===== src/hdl/cpu_isa_pkg.sv =====
package cpu_isa_pkg;

	typedef logic [15:0] word_t;
	typedef logic [31:0] instr_t;
	typedef logic [3:0]  reg_addr_t;
	typedef logic [7:0]  imem_addr_t;
	typedef logic [7:0]  dmem_addr_t;
	typedef logic [11:0] imm_t;
	typedef logic [4:0]  alu_op_t;
	typedef logic [2:0]  tf_code_t;

	typedef enum logic [2:0] {
		CLS_BRANCH = 3'b000,
		CLS_ALU    = 3'b001,
		CLS_CONST  = 3'b010,
		CLS_MEM    = 3'b100,
		CLS_JUMP   = 3'b110,
		CLS_HALT   = 3'b111
	} instr_class_e;

	localparam alu_op_t ALU_ADD   = 5'b00000;	// arithmetic, O S C Z
	localparam alu_op_t ALU_SUB   = 5'b00001;
	localparam alu_op_t ALU_INC   = 5'b00010;
	localparam alu_op_t ALU_DEC   = 5'b00011;
	localparam alu_op_t ALU_SHL   = 5'b01000;	// shifts, S C Z
	localparam alu_op_t ALU_SHR   = 5'b01001;
	localparam alu_op_t ALU_ZEROS = 5'b10000;	// Z only
	localparam alu_op_t ALU_AND   = 5'b10001;	// logic, S Z
	localparam alu_op_t ALU_OR    = 5'b10010;
	localparam alu_op_t ALU_PASSB = 5'b10011;
	localparam alu_op_t ALU_XOR   = 5'b10100;
	localparam alu_op_t ALU_NOT   = 5'b10101;
	localparam alu_op_t ALU_ONES  = 5'b11111;	// no flags

	localparam tf_code_t TF_ZERO    = 3'b000;
	localparam tf_code_t TF_NONZERO = 3'b001;
	localparam tf_code_t TF_NEG     = 3'b010;
	localparam tf_code_t TF_LINK    = 3'b011;	// jal in the jump class
	localparam tf_code_t TF_CARRY   = 3'b100;
	localparam tf_code_t TF_OVF     = 3'b101;
	localparam tf_code_t TF_ALWAYS  = 3'b110;
	localparam tf_code_t TF_NONE    = 3'b111;

	localparam instr_t INSTR_HALT = {CLS_HALT, 29'd0};

	// layout: class[31:29] op[28:24] rd[23:20] ra[19:16] rb[15:12] imm[11:0]
	function automatic instr_class_e instr_class(instr_t i);
		return instr_class_e'(i[31:29]);
	endfunction

	function automatic alu_op_t instr_op(instr_t i);
		return i[28:24];
	endfunction

	function automatic reg_addr_t instr_rd(instr_t i);
		return i[23:20];
	endfunction

	function automatic reg_addr_t instr_ra(instr_t i);
		return i[19:16];
	endfunction

	function automatic reg_addr_t instr_rb(instr_t i);
		return i[15:12];
	endfunction

	function automatic imm_t instr_imm(instr_t i);
		return i[11:0];
	endfunction

endpackage


===== src/hdl/cpu_ctrl_pkg.sv =====
package cpu_ctrl_pkg;

	typedef enum logic [2:0] {
		ST_IDLE,
		ST_IF,
		ST_ID,
		ST_EX,
		ST_WB
	} ctrl_state_e;

	typedef logic [3:0] flags_t;	// O S C Z
	localparam int FLG_O = 3;
	localparam int FLG_S = 2;
	localparam int FLG_C = 1;
	localparam int FLG_Z = 0;

	typedef logic [2:0] flag_wr_t;
	localparam flag_wr_t FW_NONE = 3'b000;
	localparam flag_wr_t FW_Z    = 3'b001;
	localparam flag_wr_t FW_SZ   = 3'b010;
	localparam flag_wr_t FW_SCZ  = 3'b011;
	localparam flag_wr_t FW_OSCZ = 3'b100;

	typedef enum logic [1:0] {
		WB_LINK = 2'b00,
		WB_MEM  = 2'b01,
		WB_ALU  = 2'b10
	} wb_src_e;

	typedef logic [11:0] apb_addr_t;
	localparam logic [3:0] APB_RGN_IMEM = 4'h0;	// 0x000-0x0ff, write only
	localparam logic [3:0] APB_RGN_DMEM = 4'h1;	// 0x100-0x1ff
	localparam logic [7:0] APB_REG_PAGE = 8'h20;	// 0x200-0x20f

endpackage


===== src/hdl/cpu_ifaces.sv =====
`timescale 1ns/1ps

interface ctrl_bus;
	import cpu_isa_pkg::*;
	import cpu_ctrl_pkg::*;

	alu_op_t  op_alu;
	tf_code_t op_tf;	// branch condition
	logic     op_se;	// sign-extend immediate
	logic     s_mxse;	// B operand from immediate
	logic     w_pc;
	logic     w_dm;
	logic     w_rb;
	flag_wr_t w_rf;
	wb_src_e  s_mxrb;

	modport ctrl (output op_alu, op_tf, op_se, s_mxse, w_pc, w_dm, w_rb, w_rf, s_mxrb);
	modport exe (input op_alu, op_tf, op_se, s_mxse, w_rf);
	modport fetch (input w_pc);
	modport wb (input w_dm, w_rb, s_mxrb);
endinterface



===== src/hdl/execute_stage.sv =====
`timescale 1ns/1ps

module execute_stage (
	input  logic                    CLK,
	input  logic                    rst_n,
	ctrl_bus.exe                    ctrl,
	input  cpu_isa_pkg::imm_t       imm,
	input  cpu_isa_pkg::imem_addr_t pc,
	input  cpu_isa_pkg::word_t      ra_data,
	input  cpu_isa_pkg::word_t      rb_data,
	output cpu_isa_pkg::word_t      alu_result,
	output logic                    pc_load,
	output cpu_isa_pkg::imem_addr_t pc_target,
	output cpu_ctrl_pkg::flags_t    flags
);
	import cpu_isa_pkg::*;
	import cpu_ctrl_pkg::*;

	word_t       imm_ext;
	word_t       opnd_b;
	word_t       arith_b;
	logic [16:0] arith;
	logic        b_eff_msb;
	logic        overflow;
	word_t       result;
	flags_t      flags_calc;
	flags_t      flags_new;
	flags_t      flag_mask;
	logic        taken;
	imem_addr_t  jump_target;

	assign imm_ext = ctrl.op_se ? {{4{imm[11]}}, imm} : {4'd0, imm};
	assign opnd_b = ctrl.s_mxse ? imm_ext : rb_data;
	assign arith_b = ctrl.op_alu[1] ? 16'd1 : opnd_b;	// inc and dec
	assign arith = ctrl.op_alu[0] ? ({1'b0, ra_data} - {1'b0, arith_b})
	                              : ({1'b0, ra_data} + {1'b0, arith_b});
	assign b_eff_msb = arith_b[15] ^ ctrl.op_alu[0];	// subtract flips B sign
	assign overflow = (ra_data[15] == b_eff_msb) && (arith[15] != ra_data[15]);

	always_comb begin
		result = arith[15:0];
		flags_calc = '0;
		flags_calc[FLG_C] = arith[16];	// carry or borrow
		case (ctrl.op_alu)
			ALU_SHL: begin
				result = ra_data << 1;
				flags_calc[FLG_C] = ra_data[15];
			end
			ALU_SHR: begin
				result = ra_data >> 1;
				flags_calc[FLG_C] = ra_data[0];
			end
			ALU_ZEROS: result = '0;
			ALU_AND:   result = ra_data & opnd_b;
			ALU_OR:    result = ra_data | opnd_b;
			ALU_XOR:   result = ra_data ^ opnd_b;
			ALU_NOT:   result = ~ra_data;
			ALU_PASSB: result = opnd_b;
			ALU_ONES:  result = '1;
			default: ;
		endcase
		flags_calc[FLG_O] = overflow;
		flags_calc[FLG_S] = result[15];
		flags_calc[FLG_Z] = (result == '0);
	end

	// captured each cycle, the EX value holds through WB
	always_ff @(posedge CLK) begin
		alu_result <= result;
		flags_new  <= flags_calc;
	end

	always_comb begin
		case (ctrl.w_rf)
			FW_Z:    flag_mask = 4'b0001;
			FW_SZ:   flag_mask = 4'b0101;
			FW_SCZ:  flag_mask = 4'b0111;
			FW_OSCZ: flag_mask = 4'b1111;
			default: flag_mask = 4'b0000;
		endcase
	end

	always_ff @(posedge CLK or negedge rst_n) begin
		if (!rst_n)
			flags <= '0;
		else
			flags <= (flags & ~flag_mask) | (flags_new & flag_mask);
	end

	always_comb begin
		case (ctrl.op_tf)
			TF_ZERO:    taken = flags[FLG_Z];
			TF_NONZERO: taken = !flags[FLG_Z];
			TF_NEG:     taken = flags[FLG_S];
			TF_CARRY:   taken = flags[FLG_C];
			TF_OVF:     taken = flags[FLG_O];
			TF_ALWAYS:  taken = 1'b1;
			TF_LINK:    taken = 1'b1;
			default:    taken = 1'b0;
		endcase
	end

	// branches and jal go to the immediate, jr to ra
	assign jump_target = (ctrl.s_mxse || ctrl.op_tf == TF_LINK) ? imm[7:0] : ra_data[7:0];
	assign pc_target = taken ? jump_target : pc;
	assign pc_load = taken;

endmodule


===== src/flat_wrapper.sv =====
// flat-port wrapper written by rule: the top's interface ports become plain ports
module execute_stage_flat import cpu_isa_pkg::*; import cpu_ctrl_pkg::*;
  (CLK, rst_n, imm, pc, ra_data, rb_data, alu_result, pc_load, pc_target, flags, ctrl_op_alu, ctrl_op_tf, ctrl_op_se, ctrl_s_mxse, ctrl_w_rf);
  ctrl_bus ctrl_i ();
  input  logic CLK;
  input  logic rst_n;
  input  cpu_isa_pkg::imm_t imm;
  input  cpu_isa_pkg::imem_addr_t pc;
  input  cpu_isa_pkg::word_t ra_data;
  input  cpu_isa_pkg::word_t rb_data;
  output cpu_isa_pkg::word_t alu_result;
  output logic pc_load;
  output cpu_isa_pkg::imem_addr_t pc_target;
  output cpu_ctrl_pkg::flags_t flags;
  input wire logic [$bits(ctrl_i.op_alu)-1:0] ctrl_op_alu;
  input wire logic [$bits(ctrl_i.op_tf)-1:0] ctrl_op_tf;
  input wire logic [$bits(ctrl_i.op_se)-1:0] ctrl_op_se;
  input wire logic [$bits(ctrl_i.s_mxse)-1:0] ctrl_s_mxse;
  input wire logic [$bits(ctrl_i.w_rf)-1:0] ctrl_w_rf;
  assign ctrl_i.op_alu = ctrl_op_alu;
  assign ctrl_i.op_tf = ctrl_op_tf;
  assign ctrl_i.op_se = ctrl_op_se;
  assign ctrl_i.s_mxse = ctrl_s_mxse;
  assign ctrl_i.w_rf = ctrl_w_rf;
  execute_stage u_core (.CLK(CLK), .rst_n(rst_n), .ctrl(ctrl_i), .imm(imm), .pc(pc), .ra_data(ra_data), .rb_data(rb_data), .alu_result(alu_result), .pc_load(pc_load), .pc_target(pc_target), .flags(flags));
endmodule

===== config.mk =====
export PLATFORM = sky130hd
export DESIGN_NAME = execute_stage_flat
export DESIGN_NICKNAME = d
export VERILOG_FILES = /design/src/hdl/cpu_isa_pkg.sv /design/src/hdl/cpu_ctrl_pkg.sv /design/src/hdl/cpu_ifaces.sv /design/src/hdl/execute_stage.sv /design/src/flat_wrapper.sv
export SDC_FILE = /design/constraint.sdc
export NUM_CORES = 1
export LEC_CHECK = 0
export BUFFER_PORTS_ARGS = -buffer_cell sky130_fd_sc_hd__buf_2
export CAP_MARGIN = 20
export CORE_MARGIN = 1.5
export CORE_UTILIZATION = 44
export CTS_CLUSTER_SIZE = 10
export DETAILED_ROUTE_END_ITERATION = 12
export PLACE_DENSITY_LB_ADDON = 0.25
export RECOVER_POWER = 100
export SLEW_MARGIN = 25
export SYNTH_ARGS = -nofsm -noshare
export SYNTH_HDL_FRONTEND = slang
export SYNTH_SLANG_ARGS = --single-unit

===== constraint.sdc =====
create_clock -name CLK -period 1.79 [get_ports CLK]
set_input_delay 0 -clock CLK [delete_from_list [all_inputs] [get_ports CLK]]
set_output_delay 0 -clock CLK [all_outputs]
set_load 0.02 [all_outputs]

# --- Yosys cells after proc, flatten, opt, wreduce, memory -nomap -nowiden ---
# Index checks and enable logic that the tools add are counted.
op_classes:
  reduce_logical: 6
  n_bitwise: 9
  add_sub_neg: 2
  muxes: 10
  n_eq_ne: 21
op_table:
  columns: ["cell", "n"]
  rows:
  - ["$pmux 16 s9", 1]
  - ["$mux 16", 3]
  - ["$eq 5x5->1 const B", 7]
  - ["$add 16x16->17", 1]
  - ["$mux 17", 1]
  - ["$sub 16x16->17", 1]
  - ["$and 16x16->16", 1]
  - ["$logic_not 16->1", 1]
  - ["$mux 8", 2]
  - ["$not 16->16", 1]
  - ["$or 16x16->16", 1]
  - ["$pmux 4 s4", 1]
  - ["$xor 16x16->16", 1]
  - ["$eq 3x2->1 const B", 4]
  - ["$eq 3x3->1 const B", 4]
  - ["$eq 5x4->1 const B", 2]
  - ["$and 4x4->4", 2]
  - ["$eq 3x1->1 const B", 2]
  - ["$pmux 1 s6", 1]
  - ["$not 4->4", 1]
  - ["$or 4x4->4", 1]
  - ["$logic_not 3->1", 1]
  - ["$pmux 1 s2", 1]
  - ["$reduce_or 2->1", 1]
  - ["6 further kinds", 6]
totals:
  out_inout_bits: 29
  register_bits: 24

# --- Longest topological paths before layout ---
depth:
  depth_word: 7
  ltp_mapped: 19
  ltp_nobuf: 16

# --- Worst setup path after synthesis ---
# Ideal clock, no wire load.
synth_timing:
  path_type: "input-to-reg"
  from: "input ctrl_s_mxse"
  to: "register u_core.flags_new[0]"
  setup_slack_ns: -2.004
  n_path_buf: 3
  setup_ns: 0.088
  required_time_ns: 1.702
  t_arrival_ns: 3.706
  stages: 18
  path_cell_list: "buf_2 > buf_2 > clkbuf_1 > nor3b_1 > nor2_1 > o31ai_1 > and2_1 > nor2_1 > xnor2_1 > ha_1 > or3_1 > a221oi_1 > o21ai_0 > a31oi_1 > xor2_1 > o211ai_1 > or4_1 > nor4_2"
synth_between:
  elab_chain_cells: 6
  elab_cells_between_ends: 10
  classes_between: "add/sub (2); mux (4); bitwise (3); reduce/logical (1)"
synth_lines:
  columns: ["item", "line_no", "rtl"]
  rows:
  - ["start: declaration", "flat_wrapper.sv:18", "input wire logic [$bits(ctrl_i.s_mxse)-1:0] ctrl_s_mxse;"]
  - ["$mux 16 (*)", "execute_stage.sv:33", "assign opnd_b = ctrl.s_mxse ? imm_ext : rb_data;"]
  - ["$mux 16", "execute_stage.sv:34", "assign arith_b = ctrl.op_alu[1] ? 16'd1 : opnd_b;"]
  - ["$add 16x16->17 or $sub 16x16->17 (tied branches)", "execute_stage.sv:36, execute_stage.sv:35", null]
  - ["$mux 17", "execute_stage.sv:35", "assign arith = ctrl.op_alu[0] ? ({1'b0, ra_data} - {1'b0, arith_b})"]
  - ["$pmux 16 s9 (*)", "execute_stage.sv:44", "case (ctrl.op_alu)"]
  - ["via u_core.result[12]", "execute_stage.sv:25", "word_t result;"]
  - ["$logic_not 16->1 (*)", "execute_stage.sv:64", "flags_calc[FLG_Z] = (result == '0);"]
  - ["via u_core.flags_calc[0]", "execute_stage.sv:26", "flags_t flags_calc;"]
  - ["end signal: assignment", "execute_stage.sv:70", "flags_new <= flags_calc;"]
  - ["end: declaration", "execute_stage.sv:27", "flags_t flags_new;"]
# The timed path passes the listed nets; every way through them passes the cells marked *.

# --- Worst setup path in the final report ---
# Ends and elaborated chain as after synthesis.

==> impl_results.md <==
* Multi-input gate area at 0.00358 sq mm
* Grt met2 use at 61.5%
* Clock Skew at 5.20 ps
* Ant diodes at 0
* Initial Util at 46.0%
* Worst Setup End Kind: flip-flop
* Htree depth at 1
* Met1 usage at 47.2%
* Die W at 96.4 microns
* Vias at 5371
* All-layer global routing usage at 35.3%
* Maximum vdd drop at 294 uV
* Residual DRC count at 0
* IO Count at 96
* Drt first pass iters at 5
* Max_slew headroom at 65.0%
* Top_reg_cell synth: dfxtp_1
* Critical path launch point type: primary input
* Avg Inst Size Synth at 7.24 sq um
* Dominant cells by area after synthesis: ha_1 (16%), dfxtp_1 (9.9%), mux2i_1 (6.0%)
* Slew @ Worst Pin at 512 ps
* Synthesized cell area at 0.00384 sq mm
* Final Hold Fails at 0
* Post-Syn Nets at 646
* Post-synth ARST share at 17.4%
* GR Util met3 at 1.96%
* Hold Slack at 65.5 ps
* Vias in the first global route at 4976
* Hold Path Class: primary input to flip-flop
* RePlAce Congestion at 1.03
* Final net count at 915
* Flop pwr share at 19.1%
* Gr busiest metal: met2
* Clock Sinks at 23
* Status: finished, violations left
* Synth area leader: ha_1
* Seq/Total Area, Yosys at 12.5%
* Clock root cell: clkbuf_8
* CP cell instances: buf_8 -> buf_12 -> buf_6 -> nor3_4 -> o221ai_2 -> a21oi_2 -> nor2_1 -> buf_4 -> xnor2_1 -> ha_2 -> nand2_1 -> a21oi_2 -> o41ai_4 -> a211oi_2 -> or4_1 -> nand3_2 -> or4_1 -> nor4_2
* Setup WS post-layout at -1510 ps
* First-pass GRT wire length at 25.0 mm
* Most frequent cells in the layout: buf_4 (183), buf_2 (63), inv_1 (46), ha_1 (42), nand2_1 (39)
* Die area at 0.00929 sq mm
* Share of the synthesized area in the top cell type at 15.6%
* Maximum fanout along the worst path at 8
* Pwr dens at 564 mW/mm^2
* Mapped Cells at 530
* Class of the most critical setup path: primary input to flip-flop
* Core Rows at 33
* Post-Place Setup Slack at -1830 ps
* Area grow syn2layout at 69.6%
* Final slew viol count at 0
* Int Power at 2080 uW
* Flops & latches, synth at 23
* Detail Route Antenna Nets at 0
* Hpwl dp at 12.9 mm
* Register area at 480 sq um
* Clk network pwr share at 8.9%
* Dpl cells at 873
* # port buffers at 95
* Yosys Warn Count at 0
* Delay-heaviest family, CP: simple AND/OR/NAND/NOR gates
* Critical Path Max Stage Delay at 560 ps
* Setup_tns at -14850 ps
* Overall power at 3670 uW
* Clk_lat worst skew at 270 ps
* CP bufs+invs at 4
* Post-Layout Cell Count at 903
* Core region area at 0.00834 sq mm
* Pin count of the biggest net entering global routing at 18
* LEAKAGE at 0.00311 uW
* Longest Clk Path Bufs at 2
* Slowest CP cell: or4_1
* Critical path arrival at 3480 ps
* Achievable frequency at 303 MHz
* Post-layout minimum cycle time at 3300 ps
* Comb power frac at 72.0%
* Initial antenna violation count at 1
* NetSw at 1590 uW
* Clock-pin slew on the worst setup and hold paths at 80 ps
* TritonCTS clock tree: yes
* TritonCTS buffer count at 3
* Die Ht at 96.4 microns
* Via-to-Cell Ratio at 5.95
* Share of layout cells above drive strength 1 at 45.5%
* Switching Share at 43.4%
* Req. time, crit path at 1970 ps
* Commonest non-fill, non-tap cell in the layout: buf_4
* Setup Viol. Count Final at 18
* MaxCap Viol Count at 0
* RSZ-0062 raised after global routing: true
* Failing checks: negative setup slack
* Count of flip-flops with a built-in enable after synthesis at 0
* Grt ovf at 0
* # fillers at 585
* Count of unique library cells instantiated by Yosys at 64
* Per-cell routed wire length at 19.3 microns
* Final Cycle Share at 184%
* First DRT Iteration DRCs at 552
* Drt total wl at 17.5 mm
==> cells by family (layout without fill, tap and decap cells) <==
| group | Yosys count | in the layout | synth area share [%] |
|---|---|---|---|
| AOI/OAI and AO/OA | 167 | 167 | 29.1 |
| xor gates and xnor gates | 20 | 20 | 4.56 |
| adders and majority gates | 49 | 49 | 16.2 |
| buffers and inverters | 74 | 342 | 7.99 |
| DFF | 23 | 23 | 12.5 |
| muxes | 27 | 27 | 7.17 |
| and+or+nand+nor | 170 | 170 | 22.5 |
==> path summary, 6_finish.rpt <==
| kind | from | end | slack, ps | cells after the start |
|---|---|---|---|---|
| setup reg to reg | flip-flop | flip-flop | 1000 | 1 |
| min in group asynchronous | rst_n | asynchronous set/reset pin | 100 | 2 |
| hold / removal | ra_data[15] | u_core.flags_new[3] | 70 | 3 |
| hold reg to reg | u_core.flags_new[3] | flip-flop | 470 | 1 |
| setup / recovery | ctrl_s_mxse | u_core.flags_new[0] | -1510 | 18 |
| max in group asynchronous | rst_n | asynchronous set/reset pin | 1500 | 2 |
==> final cells by class <==
class,instances,area share (%)
well taps,105,2.02
repair buffers,292,32.2
clock buffers,3,0.634
clock inverters,1,0.0769
inverters,46,2.65
flip-flops and latches,23,7.38
multi-input cells,433,55.0
==> cell usage after synthesis, types with 4 or more instances <==
library cell,instances
or3_1,5
o22ai_1,16
o211ai_1,10
a221oi_1,10
a21oi_1,33
mux2_2,4
o2111ai_1,4
nand3_1,12
nand2b_1,6
buf_1,4
inv_1,46
o221ai_1,5
nor2b_1,9
nor3b_1,8
xnor2_1,13
dfxtp_1,19
a21o_1,6
nor2_1,40
clkbuf_1,13
buf_2,8
and3_1,7
ha_1,48
o21ai_0,39
xor2_1,7
or4_1,4
nor4_1,4
mux2i_1,23
a31oi_1,6
dfrtp_1,4
nand2_1,45
a22oi_1,4
nor3_1,16
o21a_1,5
==> power groups by stage <==
stage	registers, uW	clock network (uW)	logic [uW]
after floorplan	854	0	995
after global placement	702	0	2100
after detailed placement	703	0	2150
after CTS	692	336	2370
after global routing	717	355	2800
final	702	326	2640
==> layer usage <==
metal,share of wire [%],wire length [microns],up-vias
li1,-,-,2491
met1,42,7250,2520
met2,47,8270,309
met3,9.0,1570,49
met4,2.1,359,2
met5,0.097,17,-
==> what timing repair did <==
item,CTS,global route
pin swaps,28,28
hold buffers,2,0
setup endpoints to repair,17,26
gates resized for setup,41,68
endpoints found under the hold margin,5,0
gates cloned,1,2
buffers inserted,20,4
==> metrics by stage <==
| stage | util (%) | instance area, sq um |
|---|---|---|
| after global placement | 70.0 | 5840 |
| final | 78.1 | 6510 |
| after global routing | 78.1 | 6510 |
| after floorplan | - | 4130 |
| after CTS | 74.8 | 6240 |
| after detailed placement | 70.0 | 5840 |
Power figures use the tool's default switching activity.
