===== config.mk =====
export PLATFORM = sky130hd
export DESIGN_NAME = control_unit_flat
export DESIGN_NICKNAME = d
export VERILOG_FILES = /design/src/hdl/cpu_isa_pkg.sv /design/src/hdl/cpu_ctrl_pkg.sv /design/src/hdl/cpu_ifaces.sv /design/src/hdl/control_unit.sv /design/src/flat_wrapper.sv
export SDC_FILE = /design/constraint.sdc
export NUM_CORES = 1
export LEC_CHECK = 0
export BUFFER_PORTS_ARGS = -buffer_cell sky130_fd_sc_hd__buf_2
export CAP_MARGIN = 25
export CORE_UTILIZATION = 35
export CTS_BUF_LIST = sky130_fd_sc_hd__clkbuf_2 sky130_fd_sc_hd__clkbuf_4 sky130_fd_sc_hd__clkbuf_8
export DETAILED_ROUTE_END_ITERATION = 16
export MAX_ROUTING_LAYER = met4
export PLACE_DENSITY = 0.65
export SKIP_LAST_GASP = 1
export SYNTH_ARGS = -nofsm -noshare
export SYNTH_HDL_FRONTEND = slang
export SYNTH_SLANG_ARGS = --single-unit

===== constraint.sdc =====
create_clock -name CLK -period 1.6 [get_ports CLK]
set_input_delay 0.08 -clock CLK [delete_from_list [all_inputs] [get_ports CLK]]
set_output_delay 0.08 -clock CLK [all_outputs]
set_load 0.005 [all_outputs]

===== src/hdl/cpu_isa_pkg.sv =====
package cpu_isa_pkg;

	typedef logic [15:0] word_t;
	typedef logic [31:0] instr_t;
	typedef logic [3:0]  reg_addr_t;
	typedef logic [7:0]  imem_addr_t;
	typedef logic [7:0]  dmem_addr_t;
	typedef logic [11:0] imm_t;
	typedef logic [4:0]  alu_op_t;
	typedef logic [2:0]  tf_code_t;

	typedef enum logic [2:0] {
		CLS_BRANCH = 3'b000,
		CLS_ALU    = 3'b001,
		CLS_CONST  = 3'b010,
		CLS_MEM    = 3'b100,
		CLS_JUMP   = 3'b110,
		CLS_HALT   = 3'b111
	} instr_class_e;

	localparam alu_op_t ALU_ADD   = 5'b00000;	// arithmetic, O S C Z
	localparam alu_op_t ALU_SUB   = 5'b00001;
	localparam alu_op_t ALU_INC   = 5'b00010;
	localparam alu_op_t ALU_DEC   = 5'b00011;
	localparam alu_op_t ALU_SHL   = 5'b01000;	// shifts, S C Z
	localparam alu_op_t ALU_SHR   = 5'b01001;
	localparam alu_op_t ALU_ZEROS = 5'b10000;	// Z only
	localparam alu_op_t ALU_AND   = 5'b10001;	// logic, S Z
	localparam alu_op_t ALU_OR    = 5'b10010;
	localparam alu_op_t ALU_PASSB = 5'b10011;
	localparam alu_op_t ALU_XOR   = 5'b10100;
	localparam alu_op_t ALU_NOT   = 5'b10101;
	localparam alu_op_t ALU_ONES  = 5'b11111;	// no flags

	localparam tf_code_t TF_ZERO    = 3'b000;
	localparam tf_code_t TF_NONZERO = 3'b001;
	localparam tf_code_t TF_NEG     = 3'b010;
	localparam tf_code_t TF_LINK    = 3'b011;	// jal in the jump class
	localparam tf_code_t TF_CARRY   = 3'b100;
	localparam tf_code_t TF_OVF     = 3'b101;
	localparam tf_code_t TF_ALWAYS  = 3'b110;
	localparam tf_code_t TF_NONE    = 3'b111;

	localparam instr_t INSTR_HALT = {CLS_HALT, 29'd0};

	// layout: class[31:29] op[28:24] rd[23:20] ra[19:16] rb[15:12] imm[11:0]
	function automatic instr_class_e instr_class(instr_t i);
		return instr_class_e'(i[31:29]);
	endfunction

	function automatic alu_op_t instr_op(instr_t i);
		return i[28:24];
	endfunction

	function automatic reg_addr_t instr_rd(instr_t i);
		return i[23:20];
	endfunction

	function automatic reg_addr_t instr_ra(instr_t i);
		return i[19:16];
	endfunction

	function automatic reg_addr_t instr_rb(instr_t i);
		return i[15:12];
	endfunction

	function automatic imm_t instr_imm(instr_t i);
		return i[11:0];
	endfunction

endpackage


===== src/hdl/cpu_ctrl_pkg.sv =====
package cpu_ctrl_pkg;

	typedef enum logic [2:0] {
		ST_IDLE,
		ST_IF,
		ST_ID,
		ST_EX,
		ST_WB
	} ctrl_state_e;

	typedef logic [3:0] flags_t;	// O S C Z
	localparam int FLG_O = 3;
	localparam int FLG_S = 2;
	localparam int FLG_C = 1;
	localparam int FLG_Z = 0;

	typedef logic [2:0] flag_wr_t;
	localparam flag_wr_t FW_NONE = 3'b000;
	localparam flag_wr_t FW_Z    = 3'b001;
	localparam flag_wr_t FW_SZ   = 3'b010;
	localparam flag_wr_t FW_SCZ  = 3'b011;
	localparam flag_wr_t FW_OSCZ = 3'b100;

	typedef enum logic [1:0] {
		WB_LINK = 2'b00,
		WB_MEM  = 2'b01,
		WB_ALU  = 2'b10
	} wb_src_e;

	typedef logic [11:0] apb_addr_t;
	localparam logic [3:0] APB_RGN_IMEM = 4'h0;	// 0x000-0x0ff, write only
	localparam logic [3:0] APB_RGN_DMEM = 4'h1;	// 0x100-0x1ff
	localparam logic [7:0] APB_REG_PAGE = 8'h20;	// 0x200-0x20f

endpackage


===== src/hdl/cpu_ifaces.sv =====
`timescale 1ns/1ps

interface ctrl_bus;
	import cpu_isa_pkg::*;
	import cpu_ctrl_pkg::*;

	alu_op_t  op_alu;
	tf_code_t op_tf;	// branch condition
	logic     op_se;	// sign-extend immediate
	logic     s_mxse;	// B operand from immediate
	logic     w_pc;
	logic     w_dm;
	logic     w_rb;
	flag_wr_t w_rf;
	wb_src_e  s_mxrb;

	modport ctrl (output op_alu, op_tf, op_se, s_mxse, w_pc, w_dm, w_rb, w_rf, s_mxrb);
	modport exe (input op_alu, op_tf, op_se, s_mxse, w_rf);
	modport fetch (input w_pc);
	modport wb (input w_dm, w_rb, s_mxrb);
endinterface



===== src/hdl/control_unit.sv =====
`timescale 1ns/1ps

module control_unit (
	input  logic                CLK,
	input  logic                rst_n,
	input  logic                start,
	input  cpu_isa_pkg::instr_t instr,
	ctrl_bus.ctrl               ctrl,
	output logic                busy
);
	import cpu_isa_pkg::*;
	import cpu_ctrl_pkg::*;

	ctrl_state_e  state;
	ctrl_state_e  next_state;
	instr_class_e cls;
	alu_op_t      op;

	// decoded in ID, shown in EX and WB
	alu_op_t  dec_alu;
	tf_code_t dec_tf;
	logic     dec_se;
	logic     dec_mxse;
	logic     dec_dm;
	logic     dec_rb;
	flag_wr_t dec_rf;
	wb_src_e  dec_mxrb;

	function automatic flag_wr_t flag_wr_for(alu_op_t code);
		if (code == ALU_ONES)
			return FW_NONE;
		if (code == ALU_ZEROS)
			return FW_Z;
		case (code[4:3])
			2'b00:   return FW_OSCZ;	// arithmetic
			2'b01:   return FW_SCZ;	// shifts
			default: return FW_SZ;	// logic
		endcase
	endfunction

	assign cls = instr_class(instr);
	assign op = instr_op(instr);
	assign busy = (state != ST_IDLE);

	always_comb begin
		next_state = state;
		case (state)
			ST_IDLE: begin
				if (start)
					next_state = ST_IF;
			end
			ST_IF:   next_state = ST_ID;
			ST_ID:   next_state = (cls == CLS_HALT) ? ST_IDLE : ST_EX;
			ST_EX:   next_state = ST_WB;
			ST_WB:   next_state = ST_IF;
			default: next_state = ST_IDLE;
		endcase
	end

	always_ff @(posedge CLK or negedge rst_n) begin
		if (!rst_n)
			state <= ST_IDLE;
		else
			state <= next_state;
	end

	always_ff @(posedge CLK or negedge rst_n) begin
		if (!rst_n) begin
			dec_alu  <= ALU_PASSB;
			dec_tf   <= TF_NONE;
			dec_se   <= 1'b0;
			dec_mxse <= 1'b0;
			dec_dm   <= 1'b0;
			dec_rb   <= 1'b0;
			dec_rf   <= FW_NONE;
			dec_mxrb <= WB_ALU;
		end else if (state == ST_ID) begin
			dec_alu  <= ALU_PASSB;
			dec_tf   <= TF_NONE;
			dec_se   <= 1'b0;
			dec_mxse <= 1'b0;
			dec_dm   <= 1'b0;
			dec_rb   <= 1'b0;
			dec_rf   <= FW_NONE;
			dec_mxrb <= WB_ALU;
			case (cls)
				CLS_ALU: begin
					dec_alu <= op;
					dec_rb  <= 1'b1;
					dec_rf  <= flag_wr_for(op);
				end
				CLS_CONST: begin
					dec_alu  <= op;
					dec_se   <= 1'b1;
					dec_mxse <= 1'b1;
					dec_rb   <= 1'b1;
				end
				CLS_MEM: begin
					dec_dm   <= op[0];	// store
					dec_rb   <= ~op[0];	// load
					dec_mxrb <= WB_MEM;
				end
				CLS_BRANCH: begin
					dec_tf   <= op[2:0];
					dec_mxse <= 1'b1;	// target from immediate
				end
				CLS_JUMP: begin
					dec_tf   <= op[2:0];
					dec_rb   <= (op[2:0] == TF_LINK);	// jal only
					dec_mxrb <= WB_LINK;
				end
				default: ;	// halt
			endcase
		end
	end

	always_comb begin
		ctrl.op_alu = ALU_PASSB;
		ctrl.op_tf  = TF_NONE;
		ctrl.op_se  = 1'b0;
		ctrl.s_mxse = 1'b0;
		ctrl.w_pc   = 1'b0;
		ctrl.w_dm   = 1'b0;
		ctrl.w_rb   = 1'b0;
		ctrl.w_rf   = FW_NONE;
		ctrl.s_mxrb = WB_LINK;
		case (state)
			ST_IF: ctrl.w_pc = 1'b1;
			ST_EX: begin
				ctrl.op_alu = dec_alu;
				ctrl.op_tf  = dec_tf;
				ctrl.op_se  = dec_se;
				ctrl.s_mxse = dec_mxse;
				ctrl.w_dm   = dec_dm;
			end
			ST_WB: begin
				ctrl.w_rb   = dec_rb;
				ctrl.w_rf   = dec_rf;
				ctrl.s_mxrb = dec_mxrb;
			end
			default: ;
		endcase
	end

	a_state_legal: assert property (@(posedge CLK) disable iff (!rst_n)
		state inside {ST_IDLE, ST_IF, ST_ID, ST_EX, ST_WB});

	// a store never also writes a register in its WB
	a_dm_rb_excl: assert property (@(posedge CLK) disable iff (!rst_n)
		ctrl.w_dm |=> !ctrl.w_rb);

endmodule


===== src/flat_wrapper.sv =====
// flat-port wrapper written by rule: the top's interface ports become plain ports
module control_unit_flat import cpu_isa_pkg::*; import cpu_ctrl_pkg::*;
  (CLK, rst_n, start, instr, busy, ctrl_op_alu, ctrl_op_tf, ctrl_op_se, ctrl_s_mxse, ctrl_w_pc, ctrl_w_dm, ctrl_w_rb, ctrl_w_rf, ctrl_s_mxrb);
  ctrl_bus ctrl_i ();
  input  logic CLK;
  input  logic rst_n;
  input  logic start;
  input  cpu_isa_pkg::instr_t instr;
  output logic busy;
  output wire logic [$bits(ctrl_i.op_alu)-1:0] ctrl_op_alu;
  output wire logic [$bits(ctrl_i.op_tf)-1:0] ctrl_op_tf;
  output wire logic [$bits(ctrl_i.op_se)-1:0] ctrl_op_se;
  output wire logic [$bits(ctrl_i.s_mxse)-1:0] ctrl_s_mxse;
  output wire logic [$bits(ctrl_i.w_pc)-1:0] ctrl_w_pc;
  output wire logic [$bits(ctrl_i.w_dm)-1:0] ctrl_w_dm;
  output wire logic [$bits(ctrl_i.w_rb)-1:0] ctrl_w_rb;
  output wire logic [$bits(ctrl_i.w_rf)-1:0] ctrl_w_rf;
  output wire logic [$bits(ctrl_i.s_mxrb)-1:0] ctrl_s_mxrb;
  assign ctrl_op_alu = ctrl_i.op_alu;
  assign ctrl_op_tf = ctrl_i.op_tf;
  assign ctrl_op_se = ctrl_i.op_se;
  assign ctrl_s_mxse = ctrl_i.s_mxse;
  assign ctrl_w_pc = ctrl_i.w_pc;
  assign ctrl_w_dm = ctrl_i.w_dm;
  assign ctrl_w_rb = ctrl_i.w_rb;
  assign ctrl_w_rf = ctrl_i.w_rf;
  assign ctrl_s_mxrb = ctrl_i.s_mxrb;
  control_unit u_core (.CLK(CLK), .rst_n(rst_n), .start(start), .instr(instr), .ctrl(ctrl_i), .busy(busy));
endmodule

Word-level counts from Yosys, hierarchy flattened --
Cells that the tools add are included.
Word-level totals: register bits after elaboration 20, bits of input ports 35, output and inout port bits 19, logic and storage cells 63
Cells by class: equality and inequality tests 14, mux-type cells 32, bitwise operators 1, reduce and logical (&&, ||, !) cells 7
Operators by type and width (count):
- $mux 3 | 9
- $mux 1 | 15
- $pmux 3 s5 | 1
- $eq 3x2->1 const B | 4
- $eq 3x3->1 const B | 4
- $eq 5x5->1 const B | 2
- $mux 5 | 2
- $eq 3x1->1 const B | 2
- $logic_not 3->1 | 2
- $pmux 3 s2 | 1
- $reduce_or 2->1 | 3
- $mux 2 | 2
- $pmux 2 s2 | 1
- $pmux 1 s3 | 1
- $reduce_bool 3->1 | 1
- $eq 2x1->1 const B | 1
- $logic_not 2->1 | 1
- $ne 2x2->1 const B | 1
- $not 1->1 | 1

Logic depth before layout (Yosys ltp) --
Gate-level depths: netlist of run 1.
word-level depth 10, mapped depth 5, mapped depth without buffers 3

Worst setup path before layout of run 1 --
OpenSTA, ideal clock, no wires.
path kind reg2reg, from register u_core.state[0], to register u_core.dec_rf[2], library setup time 121 ps, arrival time 1298 ps, required time 1479 ps, path slack 181 ps, cell stages (with the launch flop) 5, buffers on the path 2, clock period less this slack 1419 ps, cell sequence dfrtp_1 > or3b_1 > buf_6 > buf_4 > a22o_1
Between the ends: longest elaborated chain between the ends 1
Ends and longest elaborated chain:
- from (decl) | line control_unit.sv:14 | ctrl_state_e state;
- from (signal assigned) | line control_unit.sv:64 | state <= next_state;
- $eq 3x2->1 | line control_unit.sv:77 | end else if (state == ST_ID) begin
- to (signal assigned) | line control_unit.sv:90 | dec_rf <= flag_wr_for(op);
- to (decl) | line control_unit.sv:26 | flag_wr_t dec_rf;
Every way passes these cells. A chain may end at the register's enable or synchronous reset.

Worst setup path in the final report of run 1 --
from register u_core.state[1], to output busy
Between the ends: longest elaborated chain between the ends 1
Ends and longest elaborated chain:
- $reduce_bool 3->1 | line control_unit.sv:43 | assign busy = (state != ST_IDLE);
- to (decl) | line flat_wrapper.sv:9 | output logic busy;
Every way passes these cells.

==> results of run 1 <==
[cell usage in the layout (no fill, tap or decap), types with 2 or more instances in the layout]
cell type  count
buf_4          6
and2_1        11
a31oi_1        3
buf_2         29
dfstp_2        7
a21o_1         2
inv_1          2
a21oi_1        6
o31ai_1        2
a22o_1         2
nand3_1        2
nor2_1        15
dfrtp_1       13
and3b_1        2
nand2_1       12
clkbuf_4       3
nor3b_1        2
nand2b_1       7
[Yosys cell counts, drive strengths merged]
master	n
a21o	2
nor3b	3
o21ai	2
a211oi	1
o31ai	3
dfstp	7
a22o	2
or2	1
buf	5
nor3	1
nor4	1
nor2	15
or3	1
and4	1
nor2b	1
and3b	2
and2	11
or3b	2
xnor2	1
inv	2
clkbuf	2
nand2	12
o221ai	1
nand2b	7
a31oi	3
nand3	2
nor4b	1
a211o	1
a21oi	6
dfrtp	13
[kinds of logic (layout without fill, tap and decap cells)]
kind of cell | count (synthesis) | in the layout | synth area share, %
simple gates | 61 | 62 | 32.9
compound gates | 21 | 21 | 13.4
flops | 20 | 20 | 47.3
buf+inv | 9 | 43 | 5.69
xor+xnor | 1 | 1 | 0.813
[metal layers]
metal / global-route usage [%] / wire length, um / vias to the layer above
li1: - / - / 458
met3: 2.95 / 105 / 2
met5: - / 0 / -
met1: 20.9 / 1130 / 449
met2: 23.3 / 1110 / 22
met4: 7.32 / 17 / 0
[final timing paths]
check	cells past startpoint	to	slack (ns)
min in group asynchronous	2	u_core.state[0]	0.26
worst max-delay path	3	busy	0.08
max in group asynchronous	2	u_core.dec_mxrb[1]	1.00
worst min-delay path	3	u_core.dec_alu[4]	0.05
worst max register to register	3	u_core.dec_dm	0.18
worst min register to register	2	u_core.dec_se	0.48
[area by class of cell]
| type | count | area [sq um] |
|---|---|---|
| flip-flops and latches | 20 | 509 |
| well taps | 31 | 38.8 |
| multi-input cells | 84 | 515 |
| repair buffers | 37 | 220 |
| clock buffers | 4 | 36.3 |
| inverters | 2 | 7.51 |
| fillers | 292 | 1500 |
[worst max-delay path, cell delays in order, from the launching register on]
cell	delay [ns]
dfrtp_1	0.39
buf_4	0.16
or3_2	0.46
buf_2	0.14
[through the flow]
stage / setup WS (ns) / util (%)
after floorplan: 0.181 / -
after global placement: 0.204 / 45.0
after detailed placement: 0.195 / 45.0
after CTS: 0.0206 / 46.6
after global routing: -0.00238 / 46.9
final: 0.0830 / 46.9
[registers in the layout (all words and copies together) (netlist names)]
signal	cells
u_core.dec_rb	1
u_core.dec_se	1
u_core.dec_mxrb	2
u_core.dec_dm	1
u_core.dec_mxse	1
u_core.state	3
u_core.dec_alu	5
u_core.dec_rf	3
u_core.dec_tf	3
[report_power, final]
part           internal [W]  total (W)  leakage (nW)  switching (W)
clock              0.000139   0.000291        0.0210       0.000152
combinational      0.000420   0.000867         0.376       0.000447
sequential         0.000774   0.000868         0.245      0.0000938
total               0.00133    0.00203         0.642       0.000693
[what timing repair did]
item | 4_1_cts | 5_1_grt
setup endpoints to repair | 0 | 6
hold endpoints to repair | 13 | 0
resized for setup | 0 | 0
hold buffers | 1 | 0
==> flow_summary_export.csv, run 1 <==
group,metric,value,unit
status,outcome,"complete, but fails checks",
status,violations,"design-rule violations",
setup_path,cp_data_required_time,1.52,ns
yosys,netlist_area,0.00108,sq mm
power,totalPowerFinal,0.00203,W
power,power_density,1530,mW/mm^2
cts,cts_tree,"done",
global_routing,antenna_found_initial,0,
sta,slew_headroom,70.1,%
yosys,avgSynthCellArea,9.62,sq um
cts,htreeDepth,1,
setup_path,crit_fanout,8,
cts,postCtsSetupBuffers,0,
floorplan,initial_utilization,38.1,%
sta,worst_pin_slew,0.449,ns
setup_path,critPathArrivalTime,1.44,ns
floorplan,fp.dieW,57.5,um
sta,rsz0062_at_grt,"true",
sta,hold_violations,0,
cts,clk_latency,0.30,ns
final_layout,layout-drive-gt1-share,36.7,%
setup_path,worstSetupStartpointType,"flip-flop",
placed_design,dp.cells,172,
floorplan,rows,19,
floorplan,dieArea,0.00330,sq mm
route,drtAntennaViolNets,0,
cts,cts_sinks,20,
sta,slew_viol_final,0,
global_routing,grt_pass1_vias,839,
placed_design,port_buffers,29,
route,wl,2.36,mm
hold_path,min_path_type,"input port to flip-flop",
route,wl_per_cell,13.2,um
power,leakagePower,0.642,nW
yosys,synth.net_count,147,
floorplan,ios,54,
sta,finalCriticalPeriod,1.52,ns
global_routing,grt_max_degree,21,
final_layout,stdcell_count,178,
placed_design,dpl_cell_area,0.00127,sq mm
sta,setup_violations,0,
floorplan,core,0.00283,sq mm
setup_path,crit_start,"u_core.state[1]",
yosys,yosysSeqAreaShare,47.3,%
yosys,ys_seq_elements,20,
route,viasPerCell,5.23,
yosys,yosysUniqueCellTypes,37,
final_layout,fin_nets,183,
sta,tns,0,ns
sta,fin_skew,0.00305,ns
cts,clk_pin_slew_worst_paths,0.11,ns
final_layout,syn_to_final_growth,23.2,%
sta,whs,0.0453,ns
final_layout,diodes,0,
setup_path,crit_type,"flip-flop to output port",
yosys,netlist_instances,112,
global_routing,grt_usage,15.8,%
yosys,yosys.area.top_type_share,30.2,%
power,vdd_ir_drop_max,0.688,mV
cts,numCtsBuffers,3,
global_routing,grt_remaining_overflow,0,
setup_path,worstSetupEndpointType,"output port",
route,vias,931,
yosys,yosysTopAreaCell,"dfrtp_1",
route,drt-initial-drc-count,38,
yosys,synth_area_leaders,"dfrtp_1 (30%), dfstp_2 (17%), and2_1 (6.4%)",
floorplan,fp.dieH,57.5,um
route,drc,2,
run,cap_violations,0,
placed_design,hpwl,1.71,mm
route,first_pass_iters,10,
yosys,synth.yosys.warnings,0,
cts,cts.path.max_buffers,2,
cts,root_buffer,"clkbuf_4",
sta,fmax,659,MHz
hold_path,hp-start,"instr[28]",
setup_path,r2r-start,"u_core.state[0]",
global_routing,grt_pass1_wl,3.83,mm
placed_design,place.gp.congestion,0.802,
sta,fin_crit_sh,94.8,%
final_layout,design_area,0.00133,sq mm
Note: power is estimated with default switching activity, not from simulation.
==> run 2, diff against run 1 <==
==> constraint.sdc (replaced) <==
create_clock -name CLK -period 1.6 [get_ports CLK]
set_input_delay 0.16 -clock CLK [delete_from_list [all_inputs] [get_ports CLK]]
set_output_delay 0.16 -clock CLK [all_outputs]
set_load 0.005 [all_outputs]
==> run 2 against run 1 <==
Compared with the run above: the run still ends with design-rule violations left; worst setup slack worse by 0.047 ns; combinational power is 2.4% higher; count of clock-buffer cells in the layout stayed put; highest routed layer unchanged; first-iteration DRC count is 2.6% higher; clock power is 3% higher; non-clock buffer count is 1 lower; routed wire length is 3.9% higher; critical path depth is 1 higher; sequential share of layout area is 0.89 points lower; power is 3.2% higher; via count is 0.11% higher.
==> flow_summary_export.csv, run 2 (synthesis gave the netlist of run 1 again) <==
group,metric,value,unit
sta,slew_headroom,69.9,%
power,leakagePower,0.645,nW
global_routing,grt_pass1_wl,4.09,mm
route,viasPerCell,5.27,
route,drt-initial-drc-count,39,
floorplan,fp.dieW,57.5,um
setup_path,crit_family,"simple AND/OR/NAND/NOR gates",
setup_path,crit_type,"flip-flop to output port",
sta,hold_violations,0,
cts,cts_tree,"done",
setup_path,worstSetupEndpointType,"output port",
final_layout,layout_common_cells,"buf_2 (27), nor2_1 (15), nand2_1 (12), dfrtp_1 (12), and2_1 (9)",
placed_design,port_buffers,29,
status,outcome,"complete, but fails checks",
sta,setup_violations,0,
setup_path,crit_fanout,8,
cts,cts.path.max_buffers,2,
setup_path,critPathArrivalTime,1.40,ns
power,switchingPower,0.000727,W
hold_path,min_path_type,"input port to flip-flop",
route,drtAntennaViolNets,0,
run,cap_violations,0,
placed_design,place.gp.congestion,0.812,
cts,numCtsBuffers,3,
sta,worst_pin_slew,0.447,ns
setup_path,cp.buffers_inverters,2,
final_layout,fin_nets,182,
final_layout,design_area,0.00136,sq mm
power,combPwrFrac,42.5,%
floorplan,fp.dieH,57.5,um
route,first_pass_iters,10,
setup_path,crit_top_cell,"buf_6",
final_layout,top_register,"u_core.dec_alu",
power,swShare,34.8,%
cts,htreeDepth,1,
power,power.share.clock,14.3,%
sta,rsz0062_at_grt,"true",
cts,cts_sinks,20,
setup_path,crit_cells,4,
final_layout,syn_to_final_growth,26.5,%
final_layout,diodes,0,
global_routing,gr-usage-met2,26.2,%
global_routing,grt_usage,17.1,%
hold_path,hp-start,"instr[26]",
floorplan,dieArea,0.00330,sq mm
cts,clk_latency,0.31,ns
cts,clk_pin_slew_worst_paths,0.12,ns
sta,fin_crit_sh,97.8,%
setup_path,r2r-start,"u_core.state[1]",
placed_design,hpwl,1.75,mm
global_routing,antenna_found_initial,0,
route,vias,932,
setup_path,worstSetupStartpointType,"flip-flop",
floorplan,rows,19,
floorplan,initial_utilization,38.1,%
final_layout,layout-drive-gt1-share,39.7,%
sta,slew_viol_final,0,
power,power_frac_seq,43.2,%
power,vdd_ir_drop_max,0.563,mV
setup_path,worstRegToRegCells,4,
setup_path,cp_slowest_cell,"dfrtp_1",
final_layout,layout_commonest_cell,"buf_2",
power,internal_power,0.00136,W
final_layout,utilization,48.2,%
route,wl_per_cell,13.8,um
setup_path,crit_start,"u_core.state[2]",
power,totalPowerFinal,0.00209,W
final_layout,largest_register_ffs,5,
global_routing,grt.busiest_layer,"met2",
final_layout,fillers,286,
power,power_density,1530,mW/mm^2
global_routing,grt_max_degree,21,
hold_path,hold_path_depth,3,
global_routing,use_met1,21.2,%
global_routing,grt_pass1_vias,872,
cts,root_buffer,"clkbuf_4",
placed_design,dpl_cell_area,0.00128,sq mm
sta,fmax,639,MHz
global_routing,grt_remaining_overflow,0,
setup_path,crit_chain,"buf_6, and3b_2, and2_4, buf_6",
route,drc,2,
floorplan,ios,54,
sta,finalCriticalPeriod,1.56,ns
floorplan,core,0.00283,sq mm
setup_path,cp_data_required_time,1.44,ns
sta,fin_skew,0.0118,ns
setup_path,cpPeakStageDelay,0.41,ns
status,violations,"design-rule violations",
global_routing,use_met3,4.76,%
route,wl,2.45,mm
[run 2: cell types whose count changed in the layout (fill, tap and decap cells not counted), moves of 2 or more]
| cell | previous run | this run |
|---|---|---|
| and2_1 | 11 | 9 |
| buf_4 | 6 | 3 |
| and2_4 | 0 | 2 |
| buf_2 | 29 | 27 |
| buf_6 | 0 | 4 |
[run 2: final timing paths]
kind	slack, ns	end
hold / removal	0.12	u_core.dec_alu[2]
max in group asynchronous	0.92	u_core.dec_mxrb[1]
setup / recovery	0.04	ctrl_op_alu[3]
hold reg to reg	0.48	u_core.dec_se
setup reg to reg	0.12	u_core.dec_tf[1]
min in group asynchronous	0.32	u_core.dec_rf[2]
[run 2: area by class of cell]
class | count | area [sq um] | share of cell area (%)
tap | 31 | 38.8 | 2.85
clock buffer | 4 | 36.3 | 2.66
sequential | 20 | 510 | 37.5
inverter | 2 | 7.51 | 0.551
multi-input combinational | 84 | 537 | 39.4
timing repair buffer | 36 | 233 | 17.1
[run 2: worst register-to-register path: stages, from the launching register on]
cell and delay (ns):
dfrtp_2 0.46, or3b_1 0.50, buf_4 0.22, nor2_1 0.14, a21oi_1 0.09
[run 2: power groups by stage]
stage          sequential, W  clock (W)  combinational (W)
6_report            0.000904   0.000299           0.000888
5_1_grt             0.000931   0.000334           0.000982
4_1_cts             0.000890   0.000313           0.000852
3_5_place_dp        0.000881          0           0.000852
3_3_place_gp        0.000873          0           0.000834
2_1_floorplan       0.000882          0           0.000535
[run 2: stage by stage]
stage          TNS, ns  worst slack (ns)  hold WS, ns  std cells
2_1_floorplan        0             0.181       -0.136        112
3_3_place_gp         0             0.205        0.124        173
3_5_place_dp         0             0.184        0.131        173
4_1_cts              0            0.0115       0.0997        178
5_1_grt         -0.141           -0.0255       0.0973        177
6_report             0            0.0355        0.115        177
[run 2: layer usage]
layer  vias to the layer above  part of all wire, %
li1                        449                    -
met1                       453                   43
met2                        28                   51
met3                         2                  5.8
met4                         0                  1.0
met5                         -                    0
[run 2: what timing repair did]
action | in CTS | in global routing
gates resized for setup | 1 | 10
pin swaps | 0 | 3
gates cloned | 1 | 0
hold buffers | 1 | 0
endpoints found under the setup margin | 7 | 19
buffers inserted | 0 | 0
endpoints found under the hold margin | 13 | 0
